$ cat config.mk
export PLATFORM = sky130hd
export DESIGN_NAME = serial_echo_top
export DESIGN_NICKNAME = d
export VERILOG_FILES = /design/src/echo_pkg.sv /design/src/char_link_if.sv /design/src/echo_formatter.sv /design/src/key_debounce.sv /design/src/serial_echo_top.sv /design/src/uart_rx.sv /design/src/uart_tx.sv
export SDC_FILE = /design/constraint.sdc
export NUM_CORES = 1
export LEC_CHECK = 0
export BUFFER_PORTS_ARGS = -buffer_cell sky130_fd_sc_hd__buf_4
export CAP_MARGIN = 20
export CORE_MARGIN = 2
export CORE_UTILIZATION = 64
export CTS_BUF_LIST = sky130_fd_sc_hd__clkbuf_2 sky130_fd_sc_hd__clkbuf_4 sky130_fd_sc_hd__clkbuf_8
export CTS_CLUSTER_SIZE = 30
export DETAILED_ROUTE_END_ITERATION = 10
export PLACE_DENSITY = 0.93
export SLEW_MARGIN = 10
export SYNTH_ARGS = -nofsm -noshare
export SYNTH_HDL_FRONTEND = slang
export SYNTH_SLANG_ARGS = --single-unit
export TNS_END_PERCENT = 20
$ cat constraint.sdc
create_clock -name clk27 -period 3 [get_ports clk27]
set_input_delay 0.6 -clock clk27 [delete_from_list [all_inputs] [get_ports clk27]]
set_output_delay 0.6 -clock clk27 [all_outputs]
set_load 0.01 [all_outputs]
$ cat src/echo_pkg.sv
// constants assume a 27 MHz clock and 115200 baud; debounce_clks is shortened for simulation
`default_nettype none

package echo_pkg;

	// ------------------------------------------------------------
	// board and serial line
	// ------------------------------------------------------------
	localparam int unsigned clk_hz = 27_000_000;
	localparam int unsigned baud = 115_200;

	// rounded cycles per serial bit, 234 here
	localparam int unsigned clks_per_bit = (clk_hz + baud / 2) / baud;
	localparam int unsigned baud_cnt_w = $clog2(clks_per_bit);

	// receiver oversampling
	localparam int unsigned oversample = 16;
	localparam int unsigned sample_point = 8;
	localparam int unsigned tick_w = $clog2(oversample);

	// character framing, 8N1
	localparam int unsigned char_bits = 8;
	localparam int unsigned char_idx_w = $clog2(char_bits);
	localparam int unsigned frame_bits = char_bits + 2;
	localparam int unsigned frame_idx_w = $clog2(frame_bits);

	// stable cycles before a key level is taken, about 27000 on the board
	localparam int unsigned debounce_clks = 64;
	localparam int unsigned db_cnt_w = $clog2(debounce_clks + 1);

	// ascii codes used in the reply
	localparam logic [char_bits-1:0] ascii_space = 8'h20;
	localparam logic [char_bits-1:0] ascii_cr = 8'h0d;
	localparam logic [char_bits-1:0] ascii_lf = 8'h0a;
	localparam logic [char_bits-1:0] ascii_zero = 8'h30;
	localparam logic [char_bits-1:0] ascii_one = 8'h31;

	// ------------------------------------------------------------
	// echo formatter states
	// ------------------------------------------------------------
	typedef enum logic [2:0] {
		wait_rx, send_char, send_space, send_bit, send_cr, send_nl
	} echo_state_t;

endpackage

`default_nettype wire

$ cat src/char_link_if.sv
// one character at a time; source holds data stable until word_finished is seen
`timescale 1ns/1ps
`default_nettype none

interface char_link_if import echo_pkg::*; ();

	// request from the formatter
	logic enable;
	logic [char_bits-1:0] data;

	// status from the transmitter
	logic ready;
	logic word_finished;

	// formatter side
	modport source (
		output enable, data,
		input ready, word_finished
	);

	// transmitter side
	modport sink (
		input enable, data,
		output ready, word_finished
	);

endinterface

`default_nettype wire

$ cat src/echo_formatter.sv
// one char in, twelve out; receiver is held off for the whole reply so chars sent then are lost
`timescale 1ns/1ps
`default_nettype none

module echo_formatter import echo_pkg::*; (
	input logic clk27,
	input logic rst,
	input logic [char_bits-1:0] rx_char,
	input logic rx_done,
	output logic rx_enable,
	char_link_if.source link
);

	echo_state_t state_q;
	echo_state_t state_d;
	logic [char_idx_w-1:0] bit_idx_q;
	logic [char_idx_w-1:0] bit_idx_d;
	logic [char_bits-1:0] char_q;

	// listen only while idle
	assign rx_enable = state_q == wait_rx;

	// request drops in the word_finished cycle
	assign link.enable = state_q != wait_rx && !link.word_finished;

	// captured character
	always_ff @(posedge clk27) begin
		if (state_q == wait_rx && rx_done) begin
			char_q <= rx_char;
		end
	end

	always_ff @(posedge clk27 or posedge rst) begin
		if (rst) begin
			state_q <= wait_rx;
			bit_idx_q <= char_idx_w'(char_bits - 1);
		end else begin
			state_q <= state_d;
			bit_idx_q <= bit_idx_d;
		end
	end

	// ------------------------------------------------------------
	// next state
	// ------------------------------------------------------------
	always_comb begin
		state_d = state_q;
		bit_idx_d = bit_idx_q;
		case (state_q)
			wait_rx: begin
				if (rx_done) begin
					state_d = send_char;
				end
			end
			send_char: begin
				if (link.word_finished) begin
					state_d = send_space;
				end
			end
			send_space: begin
				// bits go out msb first
				if (link.word_finished) begin
					state_d = send_bit;
					bit_idx_d = char_idx_w'(char_bits - 1);
				end
			end
			send_bit: begin
				if (link.word_finished) begin
					if (bit_idx_q == '0) begin
						state_d = send_cr;
					end else begin
						bit_idx_d = bit_idx_q - 1'b1;
					end
				end
			end
			send_cr: begin
				if (link.word_finished) begin
					state_d = send_nl;
				end
			end
			send_nl: begin
				if (link.word_finished) begin
					state_d = wait_rx;
				end
			end
			default: state_d = wait_rx;
		endcase
	end

	// character on the link, by state
	always_comb begin
		case (state_q)
			send_char: link.data = char_q;
			send_bit: link.data = char_q[bit_idx_q] ? ascii_one : ascii_zero;
			send_cr: link.data = ascii_cr;
			send_nl: link.data = ascii_lf;
			default: link.data = ascii_space;
		endcase
	end

endmodule

`default_nettype wire

$ cat src/key_debounce.sv
// key_n is active low and asynchronous; outputs lag a settled key by about debounce_clks cycles
`timescale 1ns/1ps
`default_nettype none

module key_debounce import echo_pkg::*; (
	input logic clk27,
	input logic rst,
	input logic key_n,
	output logic level,
	output logic toggled
);

	logic [1:0] sync;
	logic pressed;
	logic [db_cnt_w-1:0] cnt;

	// high while held
	assign pressed = ~sync[1];

	// ------------------------------------------------------------
	// sync, stability counter, press toggle
	// ------------------------------------------------------------
	always_ff @(posedge clk27 or posedge rst) begin
		if (rst) begin
			sync <= 2'b11;
			cnt <= '0;
			level <= 1'b0;
			toggled <= 1'b0;
		end else begin
			sync <= {sync[0], key_n};
			if (pressed == level) begin
				// bounce back, start over
				cnt <= '0;
			end else if (cnt == db_cnt_w'(debounce_clks)) begin
				cnt <= '0;
				level <= pressed;
				// flip once per accepted press
				if (pressed) begin
					toggled <= ~toggled;
				end
			end else begin
				cnt <= cnt + 1'b1;
			end
		end
	end

endmodule

`default_nettype wire

$ cat src/serial_echo_top.sv
// keys and leds are active low; reset_request is only an output and resets nothing in here
`timescale 1ns/1ps
`default_nettype none

module serial_echo_top import echo_pkg::*; (
	input logic clk27,
	input logic rst,
	input logic serial_rx,
	output logic serial_tx,
	input logic [1:0] key,
	output logic [5:0] led,
	output logic reset_request
);

	logic key0_level;
	logic key1_toggled;
	logic [char_bits-1:0] rx_char;
	logic rx_done;
	logic rx_enable;

	char_link_if link ();

	// ------------------------------------------------------------
	// keys
	// ------------------------------------------------------------
	key_debounce u_key0 (.clk27, .rst, .key_n(key[0]), .level(key0_level), .toggled());
	key_debounce u_key1 (.clk27, .rst, .key_n(key[1]), .level(), .toggled(key1_toggled));

	// ------------------------------------------------------------
	// serial path
	// ------------------------------------------------------------
	uart_rx u_rx (
		.clk27, .rst, .enable(rx_enable), .serial_rx,
		.char(rx_char), .word_finished(rx_done)
	);

	echo_formatter u_fmt (.clk27, .rst, .rx_char, .rx_done, .rx_enable, .link(link.source));

	uart_tx u_tx (.clk27, .rst, .link(link.sink), .serial_tx);

	// board reset logic takes this
	assign reset_request = key0_level;

	// leds, low is lit
	assign led[0] = 1'b1;
	assign led[1] = ~key0_level;
	assign led[2] = ~key1_toggled;
	assign led[5:3] = 3'b111;

endmodule

`default_nettype wire

$ cat src/uart_rx.sv
// 8N1 receiver; a start edge is accepted only while enable is high, framing errors drop the char
`timescale 1ns/1ps
`default_nettype none

module uart_rx import echo_pkg::*; (
	input logic clk27,
	input logic rst,
	input logic enable,
	input logic serial_rx,
	output logic [char_bits-1:0] char,
	output logic word_finished
);

	typedef enum logic [1:0] {rx_idle, rx_start, rx_data, rx_stop} rx_state_t;

	rx_state_t state;
	logic [1:0] sync;
	logic line;
	logic line_prev;
	logic [baud_cnt_w-1:0] acc;
	logic [baud_cnt_w:0] acc_sum;
	logic tick;
	logic [tick_w-1:0] tick_cnt;
	logic sample_now;
	logic bit_done;
	logic [char_idx_w-1:0] bit_idx;
	logic [char_bits-1:0] shreg;

	assign line = sync[1];

	// fractional tick generator, oversample ticks per clks_per_bit on average
	assign acc_sum = {1'b0, acc} + (baud_cnt_w + 1)'(oversample);
	assign tick = acc_sum >= (baud_cnt_w + 1)'(clks_per_bit);

	// middle of bit and end of bit
	assign sample_now = tick && tick_cnt == tick_w'(sample_point - 1);
	assign bit_done = tick && tick_cnt == tick_w'(oversample - 1);

	// two-flop sync, line idles high
	always_ff @(posedge clk27 or posedge rst) begin
		if (rst) begin
			sync <= 2'b11;
			line_prev <= 1'b1;
		end else begin
			sync <= {sync[0], serial_rx};
			line_prev <= line;
		end
	end

	// ------------------------------------------------------------
	// frame fsm
	// ------------------------------------------------------------
	always_ff @(posedge clk27 or posedge rst) begin
		if (rst) begin
			state <= rx_idle;
			acc <= '0;
			tick_cnt <= '0;
			bit_idx <= '0;
			word_finished <= 1'b0;
		end else begin
			word_finished <= 1'b0;
			if (state != rx_idle) begin
				acc <= tick ? baud_cnt_w'(acc_sum - (baud_cnt_w + 1)'(clks_per_bit))
					: acc_sum[baud_cnt_w-1:0];
				if (tick) begin
					tick_cnt <= tick_cnt + 1'b1;
				end
			end
			case (state)
				rx_idle: begin
					// falling edge starts a frame
					if (enable && line_prev && !line) begin
						state <= rx_start;
						acc <= '0;
						tick_cnt <= '0;
					end
				end
				rx_start: begin
					// glitch, not a real start bit
					if (sample_now && line) begin
						state <= rx_idle;
					end else if (bit_done) begin
						state <= rx_data;
						bit_idx <= '0;
					end
				end
				rx_data: begin
					if (bit_done) begin
						if (bit_idx == char_idx_w'(char_bits - 1)) begin
							state <= rx_stop;
						end else begin
							bit_idx <= bit_idx + 1'b1;
						end
					end
				end
				rx_stop: begin
					// done at mid stop bit, pulse only on a good stop
					if (sample_now) begin
						state <= rx_idle;
						word_finished <= line;
					end
				end
				default: state <= rx_idle;
			endcase
		end
	end

	// data path, lsb arrives first
	always_ff @(posedge clk27) begin
		if (state == rx_data && sample_now) begin
			shreg <= {line, shreg[char_bits-1:1]};
		end
		if (state == rx_stop && sample_now && line) begin
			char <= shreg;
		end
	end

endmodule

`default_nettype wire

$ cat src/uart_tx.sv
// 8N1 transmitter, lsb first; word_finished pulses in the last stop-bit cycle
`timescale 1ns/1ps
`default_nettype none

module uart_tx import echo_pkg::*; (
	input logic clk27,
	input logic rst,
	char_link_if.sink link,
	output logic serial_tx
);

	logic busy;
	logic load;
	logic bit_end;
	logic [baud_cnt_w-1:0] baud_cnt;
	logic [frame_idx_w-1:0] bit_cnt;
	logic [frame_idx_w-1:0] next_idx;
	logic [frame_bits-1:0] frame;

	// idle means ready for the next character
	assign link.ready = ~busy;
	assign load = link.enable && !busy;
	assign bit_end = baud_cnt == baud_cnt_w'(clks_per_bit - 1);
	assign next_idx = bit_cnt + 1'b1;

	// frame: stop, data lsb first, start at bit 0
	always_ff @(posedge clk27) begin
		if (load) begin
			frame <= {1'b1, link.data, 1'b0};
		end
	end

	// ------------------------------------------------------------
	// bit timing and line drive
	// ------------------------------------------------------------
	always_ff @(posedge clk27 or posedge rst) begin
		if (rst) begin
			busy <= 1'b0;
			baud_cnt <= '0;
			bit_cnt <= '0;
			serial_tx <= 1'b1;
			link.word_finished <= 1'b0;
		end else begin
			// one cycle early so the pulse lands on the last stop cycle
			link.word_finished <= busy && bit_cnt == frame_idx_w'(frame_bits - 1)
				&& baud_cnt == baud_cnt_w'(clks_per_bit - 2);
			if (load) begin
				// start bit goes out next cycle
				busy <= 1'b1;
				baud_cnt <= '0;
				bit_cnt <= '0;
				serial_tx <= 1'b0;
			end else if (busy) begin
				if (bit_end) begin
					baud_cnt <= '0;
					if (bit_cnt == frame_idx_w'(frame_bits - 1)) begin
						// stop bit done, line stays high
						busy <= 1'b0;
						serial_tx <= 1'b1;
					end else begin
						bit_cnt <= next_idx;
						serial_tx <= frame[next_idx];
					end
				end else begin
					baud_cnt <= baud_cnt + 1'b1;
				end
			end
		end
	end

endmodule

`default_nettype wire
After elaboration in Yosys (flattened, before gate mapping)
Index checks and enable logic that the tools add are counted. Widths: inputs -> output; s select.

Flip-flop bits (word level): 95. Bits of input ports: 5.

Add/subtract/negate cells: 9. Magnitude comparators: 3. Equal/unequal tests: 35. Multiplexer cells: 59. Bitwise logic cells: 6. Reduce and logical (&&, ||, !) cells: 34.

Operators with widths (number): $mux 8 (7); $mux 3 (14); $mux 4 (8); $pmux 8 s4 (1); $mux 7 (4); $ne 2x1->1 const B (12); $pmux 3 s6 (1); $eq 8x8->1 const B (2); $add 7x1->7 const B (2); $eq 7x7->1 const B (2); $logic_and 1x1->1 (13); $mux 1 (13); $mux 2 (6); $pmux 3 s2 (2); $reduce_and 5->1 (2); $reduce_bool 2->1 (5); $add 8x5->9 const B (1); $eq 3x3->1 const B (3); $ge 9x8->1 const B (1); $add 4x1->4 const B (2); $add 8x1->8 const B (1); $eq 4x4->1 const B (2); $ne 2x2->1 const B (4); $pmux 2 s4 (1); 23 further kinds (37).

Logic depth before layout (Yosys ltp)
Gate-level depths: netlist of the first run.

Depth in word-level cells: 7. Mapped depth: 9. Gate-level depth less buffers: 8.

Hierarchy
From an unflattened synthesis of the first run, not the netlist that was laid out.

Cells, all modules: 426. Area total of the unflattened synthesis: 4773.3 um^2.

Modules (own cells, without submodules): uart_rx (times used 1, cells an instance 147, area an instance 1746.7 um^2); uart_tx (times used 1, cells an instance 109, area an instance 1171.1 um^2); key_debounce (times used 2, cells an instance 46, area an instance 503.0 um^2); echo_formatter (times used 1, cells an instance 71, area an instance 808.3 um^2); serial_echo_top (times used 1, cells an instance 7, area an instance 41.3 um^2).

Worst setup path after synthesis of the first run
OpenSTA, ideal clock, no wires.

Path type: reg2reg. From: register u_rx.acc[4]. To: register u_rx.bit_idx[0]. Setup time: 0.125 ns. Arrival: 2.158 ns. Data required time: 2.875 ns. Slack: 0.717 ns. Stages on the path, launching flop included: 8. Path buffers: 0. Clock period less this slack: 2.283 ns. Path through: dfrtp_1 > inv_1 > ha_1 > a21o_2 > a221oi_4 > nand3b_1 > a221o_1 > mux2_4.

Longest elaborated chain between the ends: 6.

RTL lines: start: declaration (line uart_rx.sv:20) `logic [baud_cnt_w-1:0] acc;`; start signal: assignment (line uart_rx.sv:63) `acc <= tick ? baud_cnt_w'(acc_sum - (baud_cnt_w + 1)'(clks_per_bit))`; $add 8x5->9 (*) (line uart_rx.sv:32) `assign acc_sum = {1'b0, acc} + (baud_cnt_w + 1)'(oversample);`; $ge 9x8->1 (*) (line uart_rx.sv:33) `assign tick = acc_sum >= (baud_cnt_w + 1)'(clks_per_bit);`; $logic_and 1x1->1 (line uart_rx.sv:36) `assign sample_now = tick && tick_cnt == tick_w'(sample_point - 1);`; $logic_and 1x1->1 (line uart_rx.sv:80) `if (sample_now && line) begin`; $ne 2x2->1 (no line); $reduce_and 5->1 (no line) (*); end signal: assignment (line uart_rx.sv:92) `bit_idx <= bit_idx + 1'b1;`; end: declaration (line uart_rx.sv:26) `logic [char_idx_w-1:0] bit_idx;`.

Every way passes the cells marked *; elsewhere a longest branch is shown, timed or not. A chain may end at the register's enable or synchronous reset.

Final worst setup path of the first run
Ends and elaborated chain as after synthesis.

==> impl_results.html, run 1 <==
<table>
<tr><th>Metric</th><th>Value</th></tr>
<tr><th colspan="2">Timing</th></tr>
<tr><td>Hold violation total from the final report</td><td>0</td></tr>
<tr><td>Summed negative setup slack over all endpoints</td><td>0 ns</td></tr>
<tr><td>Fmax</td><td>403.3 MHz</td></tr>
<tr><td>Final setup skew</td><td>0.01445 ns</td></tr>
<tr><td>Unrepaired setup endpoints after global routing</td><td>no</td></tr>
<tr><td>Post-route minimum period</td><td>2.479 ns</td></tr>
<tr><td>Fraction of the cycle the final worst path needs</td><td>82.64%</td></tr>
<tr><td>Final max-slew violation count</td><td>0</td></tr>
<tr><td>Worst relative slew slack</td><td>49.12%</td></tr>
<tr><td>Tightest Pin Transition</td><td>0.7633 ns</td></tr>
<tr><td>Final setup violation count</td><td>0</td></tr>
<tr><th colspan="2">Place</th></tr>
<tr><td>Final weighted congestion in routability-driven placement</td><td>0.8481</td></tr>
<tr><td>Post-DP Area</td><td>4659 µm²</td></tr>
<tr><td>Number of port buffers</td><td>8</td></tr>
<tr><td>Dpl hpwl</td><td>5416 µm</td></tr>
<tr><th colspan="2">Logic synthesis</th></tr>
<tr><td>Synth Area per Inst</td><td>11.39 µm²</td></tr>
<tr><td>Number of unique standard cell types used by synthesis</td><td>59</td></tr>
<tr><td>Synth Register Bits</td><td>94</td></tr>
<tr><td>Most common cell in the synthesized netlist</td><td>dfrtp_1</td></tr>
<tr><td>Commonest register cell after synthesis</td><td>dfrtp_1</td></tr>
<tr><td>Synth Instances</td><td>396</td></tr>
<tr><td>Number of synthesized flops with an enable pin</td><td>32</td></tr>
<tr><td>Synth top area cells</td><td>dfrtp_1 (28%), edfxtp_1 (21%), dfstp_2 (6.4%), ha_1 (6.1%), nor2_1 (3.3%)</td></tr>
<tr><td>Synthesis warning total</td><td>0</td></tr>
<tr><td>Share of the yosys chip area belonging to registers</td><td>56.02%</td></tr>
<tr><td>Cell taking the most area after synthesis</td><td>dfrtp_1</td></tr>
<tr><td>Leading cell types by count after synthesis</td><td>dfrtp_1 (51), nor2_1 (40), edfxtp_1 (32)</td></tr>
<tr><td>Share of the synthesized area in the top cell type</td><td>28.30%</td></tr>
<tr><td>Area of the mapped netlist</td><td>4509 µm²</td></tr>
<tr><td>Proportion of synthesized flip-flops having asynchronous set or reset</td><td>65.96%</td></tr>
<tr><th colspan="2">Critical path</th></tr>
<tr><td>Reg2reg path depth</td><td>7</td></tr>
<tr><td>Cell class contributing the biggest share of worst-path delay</td><td>compound AO/OA/AOI/OAI gates</td></tr>
<tr><td>Minimum setup slack among reg-to-reg paths</td><td>0.52 ns</td></tr>
<tr><td>Crit end category</td><td>flop</td></tr>
<tr><td>Critical-path cell with the highest stage delay</td><td>dfrtp_1</td></tr>
<tr><td>Classification of the worst setup path</td><td>flop to flop</td></tr>
<tr><td>List of cells traversed by the critical path</td><td>inv_1, ha_1, a21o_2, a221oi_4, nand3b_1, a221o_1, mux2_4</td></tr>
<tr><td>Element type at the critical path start</td><td>flop</td></tr>
<tr><td>Endpoint arrival time on the critical path</td><td>2.74 ns</td></tr>
<tr><td>Max FO, Critical Path</td><td>8</td></tr>
<tr><td>Number of buffer and inverter stages on the critical path</td><td>1</td></tr>
<tr><td>Startpoint of the lowest-slack register-to-register path</td><td>u_rx.acc[4]$_DFF_PP0_</td></tr>
<tr><td>End of the worst register-to-register path</td><td>u_rx.bit_idx[0]$_DFFE_PP0P_</td></tr>
<tr><td>Worst path depth</td><td>7</td></tr>
<tr><td>Required time reported for the critical path endpoint</td><td>3.26 ns</td></tr>
<tr><td>Largest stage delay, worst path</td><td>0.48 ns</td></tr>
<tr><td>Source of the critical timing path</td><td>u_rx.acc[4]$_DFF_PP0_</td></tr>
<tr><th colspan="2">Clock network</th></tr>
<tr><td>H-tree depth</td><td>3</td></tr>
<tr><td>TritonCTS clock tree</td><td>yes</td></tr>
<tr><td>Clock root buffer</td><td>clkbuf_8</td></tr>
<tr><td>Buffers inserted during post-CTS setup optimization</td><td>0</td></tr>
<tr><td>Clock transition at the registers of the reported paths</td><td>0.10 ns</td></tr>
<tr><td>Clock insertion delay at the later pin of the skew report</td><td>0.37 ns</td></tr>
<tr><td>Number of buffers created by CTS</td><td>9</td></tr>
<tr><td>Sink count of the clock tree</td><td>94</td></tr>
<tr><td>Number of hold buffers added after CTS</td><td>0</td></tr>
<tr><td>Largest buffer count on any clock path</td><td>2</td></tr>
<tr><td>Post-CTS Resized</td><td>0</td></tr>
<tr><th colspan="2">Status</th></tr>
<tr><td>Result of the run</td><td>complete, no violations</td></tr>
<tr><th colspan="2">Cells and area</th></tr>
<tr><td>Total non-filler cell area in the finished layout</td><td>4872 µm²</td></tr>
<tr><td>Fraction of final layout cells with drive strength greater than 1</td><td>13.56%</td></tr>
<tr><td>Syn-to-layout area delta</td><td>8.047%</td></tr>
<tr><td>Final layout net count</td><td>435</td></tr>
<tr><td>Number of antenna cells inserted</td><td>0</td></tr>
<tr><td>Final core utilization</td><td>71.71%</td></tr>
<tr><th colspan="2">Routing</th></tr>
<tr><td>Number of detailed-routing iterations run before antenna repair</td><td>4</td></tr>
<tr><td>Number of vias in the routed layout</td><td>2937</td></tr>
<tr><td>Drt wl/cell</td><td>15.32 µm</td></tr>
<tr><td>Number of DRC markers in iteration 0</td><td>135</td></tr>
<tr><td>Total routed wirelength</td><td>7799 µm</td></tr>
<tr><td>Detail Route Antenna Nets</td><td>0</td></tr>
<tr><td>Avg Vias per Cell</td><td>5.770</td></tr>
<tr><td>Number of design rule violations left after detail routing</td><td>0</td></tr>
<tr><th colspan="2">Floorplanning</th></tr>
<tr><td>Horizontal die dimension</td><td>87.94 µm</td></tr>
<tr><td>I/O Pins</td><td>13</td></tr>
<tr><td>Area of the die</td><td>7733 µm²</td></tr>
<tr><td>Chip Height</td><td>87.94 µm</td></tr>
<tr><td>Initial core utilization</td><td>66.37%</td></tr>
<tr><td>Core Rows</td><td>30</td></tr>
<tr><td>Core area</td><td>6794 µm²</td></tr>
<tr><th colspan="2">Global route</th></tr>
<tr><td>Largest net degree at the start of global routing</td><td>63</td></tr>
<tr><td>Antenna violations before repair</td><td>0</td></tr>
<tr><td>All-layer global routing usage</td><td>22.92%</td></tr>
<tr><td>Grt ovf</td><td>0</td></tr>
<tr><td>Number of global-route vias before repair</td><td>2982</td></tr>
<tr><td>First-pass GRT wire length</td><td>13500 µm</td></tr>
<tr><th colspan="2">Pwr</th></tr>
<tr><td>Peak supply drop</td><td>0.0005395 V</td></tr>
<tr><td>Pwr dens</td><td>556.3 nW/µm²</td></tr>
<tr><td>Leakage power of the design</td><td>0.001999 µW</td></tr>
<tr><th colspan="2">Min path</th></tr>
<tr><td>Type of the worst min-delay path</td><td>input port to flop</td></tr>
<tr><td>Source of the worst hold timing path</td><td>key[1]</td></tr>
<tr><td>Hold worst-path end</td><td>u_key1.sync[0]$_DFF_PP1_</td></tr>
<tr><td>Depth of the worst hold-timing path</td><td>1</td></tr>
<tr><th colspan="2">Job</th></tr>
<tr><td>Max Cap Violations</td><td>0</td></tr>
</table>
==> area by class of cell <==
type | instances | area [µm²]
fillers | 440 | 1922
repair buffers | 11 | 82.58
flip-flops and latches | 94 | 2526
well taps | 96 | 120.1
multi-input cells | 270 | 1848
clock inverters | 7 | 88.84
inverters | 22 | 82.58
clock buffers | 9 | 123.9
==> layer usage <==
layer  track usage [%]  wire, µm  vias up  share of wire (%)
met1             27.45      3362     1466                 43
met4             7.832       129        0                1.7
met2             39.94      4099       43                 53
met5                 0         0        -                  0
met3             6.409       208       12                2.7
li1                  -         -     1416                  -
==> power by group <==
group,switching (µW),internal [µW],total (µW)
combinational,225,157,382
clock,480,404,884
sequential,68.0,1380,1440
total,773,1940,2710
==> state kept, by name, summed over array words and instances (netlist names), 2 cells and up <==
signal	cells
u_tx.frame	8
u_rx.state	2
u_fmt.char_q	8
u_rx.sync	2
u_key1.sync	2
u_tx.bit_cnt	4
u_rx.shreg	8
u_rx.bit_idx	3
u_key0.cnt	7
u_rx.acc	7
u_tx.baud_cnt	8
u_key1.cnt	7
u_rx.char	8
u_key0.sync	2
u_fmt.bit_idx_q	3
u_fmt.state_q	3
u_rx.tick_cnt	4
==> worst max-delay path by stage <==
stage	end	slack [ns]
after global routing	u_rx.bit_idx[0]$_DFFE_PP0P_	0.37
after floorplan	u_rx.bit_idx[0]$_DFFE_PP0P_	0.72
after global placement	u_rx.bit_idx[0]$_DFFE_PP0P_	0.62
after CTS	u_rx.bit_idx[0]$_DFFE_PP0P_	0.51
after detailed placement	u_rx.bit_idx[0]$_DFFE_PP0P_	0.53
final	u_rx.bit_idx[0]$_DFFE_PP0P_	0.52
==> kinds of logic after synthesis <==
kind of cell	share of synthesized area, %
mux	2.996
other cells	0.08316
xor+xnor	4.467
compound gates	10.90
fa+ha+maj	6.326
flops	56.02
simple gates	15.95
buf+inv	3.246
==> metrics by stage <==
stage | instances | setup WS, ns | power [µW] | hold WS [ns]
after floorplan | 399 | 0.7166 | 1757 | 0.3452
after global placement | 493 | 0.6176 | 1815 | 0.3454
after detailed placement | 493 | 0.5338 | 1842 | 0.3476
after CTS | 509 | 0.5117 | 2725 | 0.3226
after global routing | 509 | 0.3727 | 2843 | 0.3170
final | 509 | 0.5208 | 2710 | 0.3415
==> cell usage in the layout, fill, tap and decap left out, drive strengths merged, types with 4 or more instances in the layout <==
master and count:
clkbuf 9, edfxtp 32, conb 4, nand2 31
nand2b 4, and2 4, ha 22, o21ai 22
xor2 11, inv 26, o31ai 5, dfstp 11
a21oi 15, xnor2 12, nand3 16, a22o 5
and4b 5, dfrtp 51, nor2 40, and3 7
nor3 7, nand3b 5, buf 11, nor2b 6
Power figures use the tool's default switching activity.
==> run 2: changes to the inputs <==
--- a/config.mk
+++ b/config.mk
@@ -8,11 +8,11 @@
 export BUFFER_PORTS_ARGS = -buffer_cell sky130_fd_sc_hd__buf_4
 export CAP_MARGIN = 20
 export CORE_MARGIN = 2
-export CORE_UTILIZATION = 64
+export CORE_UTILIZATION = 58
 export CTS_BUF_LIST = sky130_fd_sc_hd__clkbuf_2 sky130_fd_sc_hd__clkbuf_4 sky130_fd_sc_hd__clkbuf_8
 export CTS_CLUSTER_SIZE = 30
 export DETAILED_ROUTE_END_ITERATION = 10
-export PLACE_DENSITY = 0.93
+export PLACE_DENSITY = 0.89
 export SLEW_MARGIN = 10
 export SYNTH_ARGS = -nofsm -noshare
 export SYNTH_HDL_FRONTEND = slang
==> constraint.sdc (replaced) <==
create_clock -name clk27 -period 2.05 [get_ports clk27]
set_input_delay 0.41 -clock clk27 [delete_from_list [all_inputs] [get_ports clk27]]
set_output_delay 0.41 -clock clk27 [all_outputs]
set_load 0.01 [all_outputs]
==> impl_results.html, run 2 (synthesized netlist as in run 1, its figures left out) <==
<table>
<tr><th>Metric</th><th>Value</th></tr>
<tr><th colspan="2">Status</th></tr>
<tr><td>Result of the run</td><td>finished with violations</td></tr>
<tr><td>Violations in the final reports</td><td>negative setup slack</td></tr>
<tr><th colspan="2">Clock network</th></tr>
<tr><td>Clock transition at the registers of the reported paths</td><td>0.10 ns (about the same)</td></tr>
<tr><td>H-tree depth</td><td>3 (unchanged)</td></tr>
<tr><td>Sink count of the clock tree</td><td>94 (unchanged)</td></tr>
<tr><td>Clock insertion delay at the later pin of the skew report</td><td>0.37 ns (about the same)</td></tr>
<tr><td>Number of buffers created by CTS</td><td>9 (unchanged)</td></tr>
<tr><td>Clock root buffer</td><td>clkbuf_8</td></tr>
<tr><td>TritonCTS clock tree</td><td>yes</td></tr>
<tr><td>Number of hold buffers added after CTS</td><td>0 (unchanged)</td></tr>
<tr><td>Largest buffer count on any clock path</td><td>2 (unchanged)</td></tr>
<tr><th colspan="2">Floorplanning</th></tr>
<tr><td>Initial core utilization</td><td>58.97% (-7.4 points)</td></tr>
<tr><td>Area of the die</td><td>8496 µm² (+9.9%)</td></tr>
<tr><td>Horizontal die dimension</td><td>92.18 µm (+4.8%)</td></tr>
<tr><td>I/O Pins</td><td>13 (unchanged)</td></tr>
<tr><td>Core area</td><td>7647 µm² (+13%)</td></tr>
<tr><td>Core Rows</td><td>32 (+6.7%)</td></tr>
<tr><td>Chip Height</td><td>92.18 µm (+4.8%)</td></tr>
<tr><th colspan="2">Cells and area</th></tr>
<tr><td>Fraction of final layout cells with drive strength greater than 1</td><td>21.82% (+8.3 points)</td></tr>
<tr><td>Final core utilization</td><td>67.16% (-4.5 points)</td></tr>
<tr><td>Final layout net count</td><td>462 (+6.2%)</td></tr>
<tr><td>Number of antenna cells inserted</td><td>0 (unchanged)</td></tr>
<tr><td>FILL cells</td><td>531 (+21%)</td></tr>
<tr><td>Syn-to-layout area delta</td><td>13.90%</td></tr>
<tr><td>Area used by multi-input combinational logic</td><td>1922 µm² (+4.0%)</td></tr>
<tr><td>Commonest non-fill, non-tap cell in the layout</td><td>dfrtp_1</td></tr>
<tr><td>Most used cells in the layout excluding fill and tap cells</td><td>dfrtp_1 (49), nor2_1 (38), buf_4 (37), edfxtp_1 (32), nand2_1 (31)</td></tr>
<tr><td>Register Area</td><td>2529 µm² (about the same)</td></tr>
<tr><th colspan="2">Pwr</th></tr>
<tr><td>Pwr dens</td><td>805.3 nW/µm² (+45%)</td></tr>
<tr><td>Internal power consumption</td><td>2900 µW (+50%)</td></tr>
<tr><td>Part of the power in registers</td><td>51.4% (-1.9 points)</td></tr>
<tr><td>Leakage power of the design</td><td>0.002136 µW (+6.8%)</td></tr>
<tr><td>Share of power burned in the clock network</td><td>27.8% (-4.8 points)</td></tr>
<tr><td>Overall power</td><td>4136 µW (+53%)</td></tr>
<tr><td>Part of the power in combinational logic</td><td>20.8% (+6.7 points)</td></tr>
<tr><td>Proportion of total power due to net switching</td><td>29.88% (+1.4 points)</td></tr>
<tr><td>Switching component of the power</td><td>1236 µW (+60%)</td></tr>
<tr><td>Peak supply drop</td><td>0.0005103 V (-5.4%)</td></tr>
<tr><th colspan="2">Critical path</th></tr>
<tr><td>Element type at the critical path start</td><td>flop</td></tr>
<tr><td>Endpoint arrival time on the critical path</td><td>2.46 ns (-0.28 ns)</td></tr>
<tr><td>Required time reported for the critical path endpoint</td><td>2.31 ns (-0.95 ns)</td></tr>
<tr><td>Startpoint of the lowest-slack register-to-register path</td><td>u_rx.acc[4]$_DFF_PP0_</td></tr>
<tr><td>Crit end category</td><td>flop</td></tr>
<tr><td>Reg2reg path depth</td><td>6 (-1)</td></tr>
<tr><td>Source of the critical timing path</td><td>u_rx.acc[4]$_DFF_PP0_</td></tr>
<tr><td>Minimum setup slack among reg-to-reg paths</td><td>-0.15 ns (-0.68 ns)</td></tr>
<tr><td>Max FO, Critical Path</td><td>6 (-2)</td></tr>
<tr><td>End of the worst register-to-register path</td><td>u_rx.bit_idx[0]$_DFFE_PP0P_</td></tr>
<tr><td>Classification of the worst setup path</td><td>flop to flop</td></tr>
<tr><th colspan="2">Global route</th></tr>
<tr><td>First-pass GRT wire length</td><td>13560 µm (+0.41%)</td></tr>
<tr><td>Number of global-route vias before repair</td><td>3001 (+0.64%)</td></tr>
<tr><td>Grt ovf</td><td>0 (unchanged)</td></tr>
<tr><td>All-layer global routing usage</td><td>20.51% (-2.4 points)</td></tr>
<tr><td>Antenna violations before repair</td><td>0 (unchanged)</td></tr>
<tr><td>Largest net degree at the start of global routing</td><td>46 (-27%)</td></tr>
<tr><th colspan="2">Place</th></tr>
<tr><td>Final weighted congestion in routability-driven placement</td><td>0.8106 (-4.4%)</td></tr>
<tr><td>Dpl hpwl</td><td>5642 µm (+4.2%)</td></tr>
<tr><td>Number of port buffers</td><td>8 (unchanged)</td></tr>
<tr><th colspan="2">Timing</th></tr>
<tr><td>Final setup skew</td><td>0.009342 ns (-0.005110 ns)</td></tr>
<tr><td>Worst relative slew slack</td><td>62.16% (+13 points)</td></tr>
<tr><td>Fmax</td><td>453.5 MHz (+12%)</td></tr>
<tr><td>Hold violation total from the final report</td><td>0 (unchanged)</td></tr>
<tr><td>Final max-slew violation count</td><td>0 (unchanged)</td></tr>
<tr><td>Unrepaired setup endpoints after global routing</td><td>yes</td></tr>
<tr><td>Least setup slack across all paths after layout</td><td>-0.1550 ns (-0.6757 ns)</td></tr>
<tr><td>Tightest Pin Transition</td><td>0.5633 ns (-0.2000 ns)</td></tr>
<tr><td>Final setup violation count</td><td>22 (+22)</td></tr>
<tr><td>Fraction of the cycle the final worst path needs</td><td>107.6% (+25 points)</td></tr>
<tr><td>Post-route minimum period</td><td>2.205 ns (-0.2743 ns)</td></tr>
<tr><th colspan="2">Routing</th></tr>
<tr><td>Number of vias in the routed layout</td><td>3059 (+4.2%)</td></tr>
<tr><td>Avg Vias per Cell</td><td>5.644 (-2.2%)</td></tr>
<tr><td>Number of DRC markers in iteration 0</td><td>144 (+6.7%)</td></tr>
<tr><td>Drt wl/cell</td><td>14.86 µm (-3.0%)</td></tr>
<tr><td>Detail Route Antenna Nets</td><td>0 (unchanged)</td></tr>
<tr><td>Number of design rule violations left after detail routing</td><td>0 (unchanged)</td></tr>
<tr><td>Total routed wirelength</td><td>8055 µm (+3.3%)</td></tr>
<tr><td>Number of detailed-routing iterations run before antenna repair</td><td>4 (unchanged)</td></tr>
<tr><th colspan="2">Job</th></tr>
<tr><td>Max Cap Violations</td><td>0 (unchanged)</td></tr>
<tr><th colspan="2">Min path</th></tr>
<tr><td>Type of the worst min-delay path</td><td>input port to async pin</td></tr>
</table>
-- run 2: timing repair --
item,4_1_cts,5_1_grt
pin swaps,7,3
setup endpoints to repair,25,32
setup buffers,4,0
gates resized for setup,4,9
cloned,0,0
-- run 2: layer usage --
| layer | routed length (µm) | share of wire (%) | GRT usage (%) | vias to the layer above |
|---|---|---|---|---|
| li1 | - | - | - | 1472 |
| met1 | 3504 | 44 | 26.08 | 1493 |
| met2 | 4044 | 50 | 33.64 | 71 |
| met3 | 291 | 3.6 | 5.259 | 23 |
| met4 | 214 | 2.7 | 8.458 | 0 |
| met5 | 0 | 0 | 0 | - |
-- run 2: worst max-delay path, stage by stage, from the launching register on --
cell and delay (ns):
dfrtp_2 0.49, ha_4 0.19, or3_4 0.39, a221oi_4 0.27
nand3b_1 0.13, a221o_1 0.35, mux2_4 0.27
-- run 2: stage by stage --
step           instances  setup slack (ns)  TNS (ns)  instance area [µm²]  hold slack [ns]
2_1_floorplan        399           -0.1212   -0.2700                 4562           0.3452
3_3_place_gp         522          -0.07343   -0.4895                 4893           0.3467
3_5_place_dp         522           -0.1648    -2.131                 4893           0.3476
4_1_cts              542           -0.1368    -1.790                 5107          0.03531
5_1_grt              542           -0.2439    -3.748                 5136          0.04468
6_report             542           -0.1550    -1.777                 5136          0.03486
-- run 2: power by group through the flow --
stage | Sequential, µW | Combinational, µW | Clock [µW]
CTS | 2110 | 821 | 1180
global route | 2140 | 938 | 1250
global placement | 2150 | 701 | 0
finish | 2120 | 862 | 1150
detailed placement | 2160 | 759 | 0
floorplan | 2150 | 493 | 0
-- run 2: how the worst max path moves through the flow --
stage / endpoint / slack [ns] / depth (start not counted)
4_1_cts: u_rx.bit_idx[0]$_DFFE_PP0P_ / -0.14 / 8
6_report: u_rx.bit_idx[0]$_DFFE_PP0P_ / -0.15 / 6
3_5_place_dp: u_rx.bit_idx[0]$_DFFE_PP0P_ / -0.16 / 8
2_1_floorplan: u_rx.bit_idx[0]$_DFFE_PP0P_ / -0.12 / 7
3_3_place_gp: u_rx.bit_idx[0]$_DFFE_PP0P_ / -0.07 / 8
5_1_grt: u_rx.bit_idx[0]$_DFFE_PP0P_ / -0.24 / 6
-- run 2: cell type report --
| type | instances | area share, % |
|---|---|---|
| multi-input combinational | 270 | 37.42 |
| tap | 102 | 2.485 |
| inverter | 22 | 1.608 |
| timing repair buffer | 38 | 5.798 |
| clock inverter | 7 | 1.048 |
| clock buffer | 9 | 2.412 |
| sequential | 94 | 49.23 |
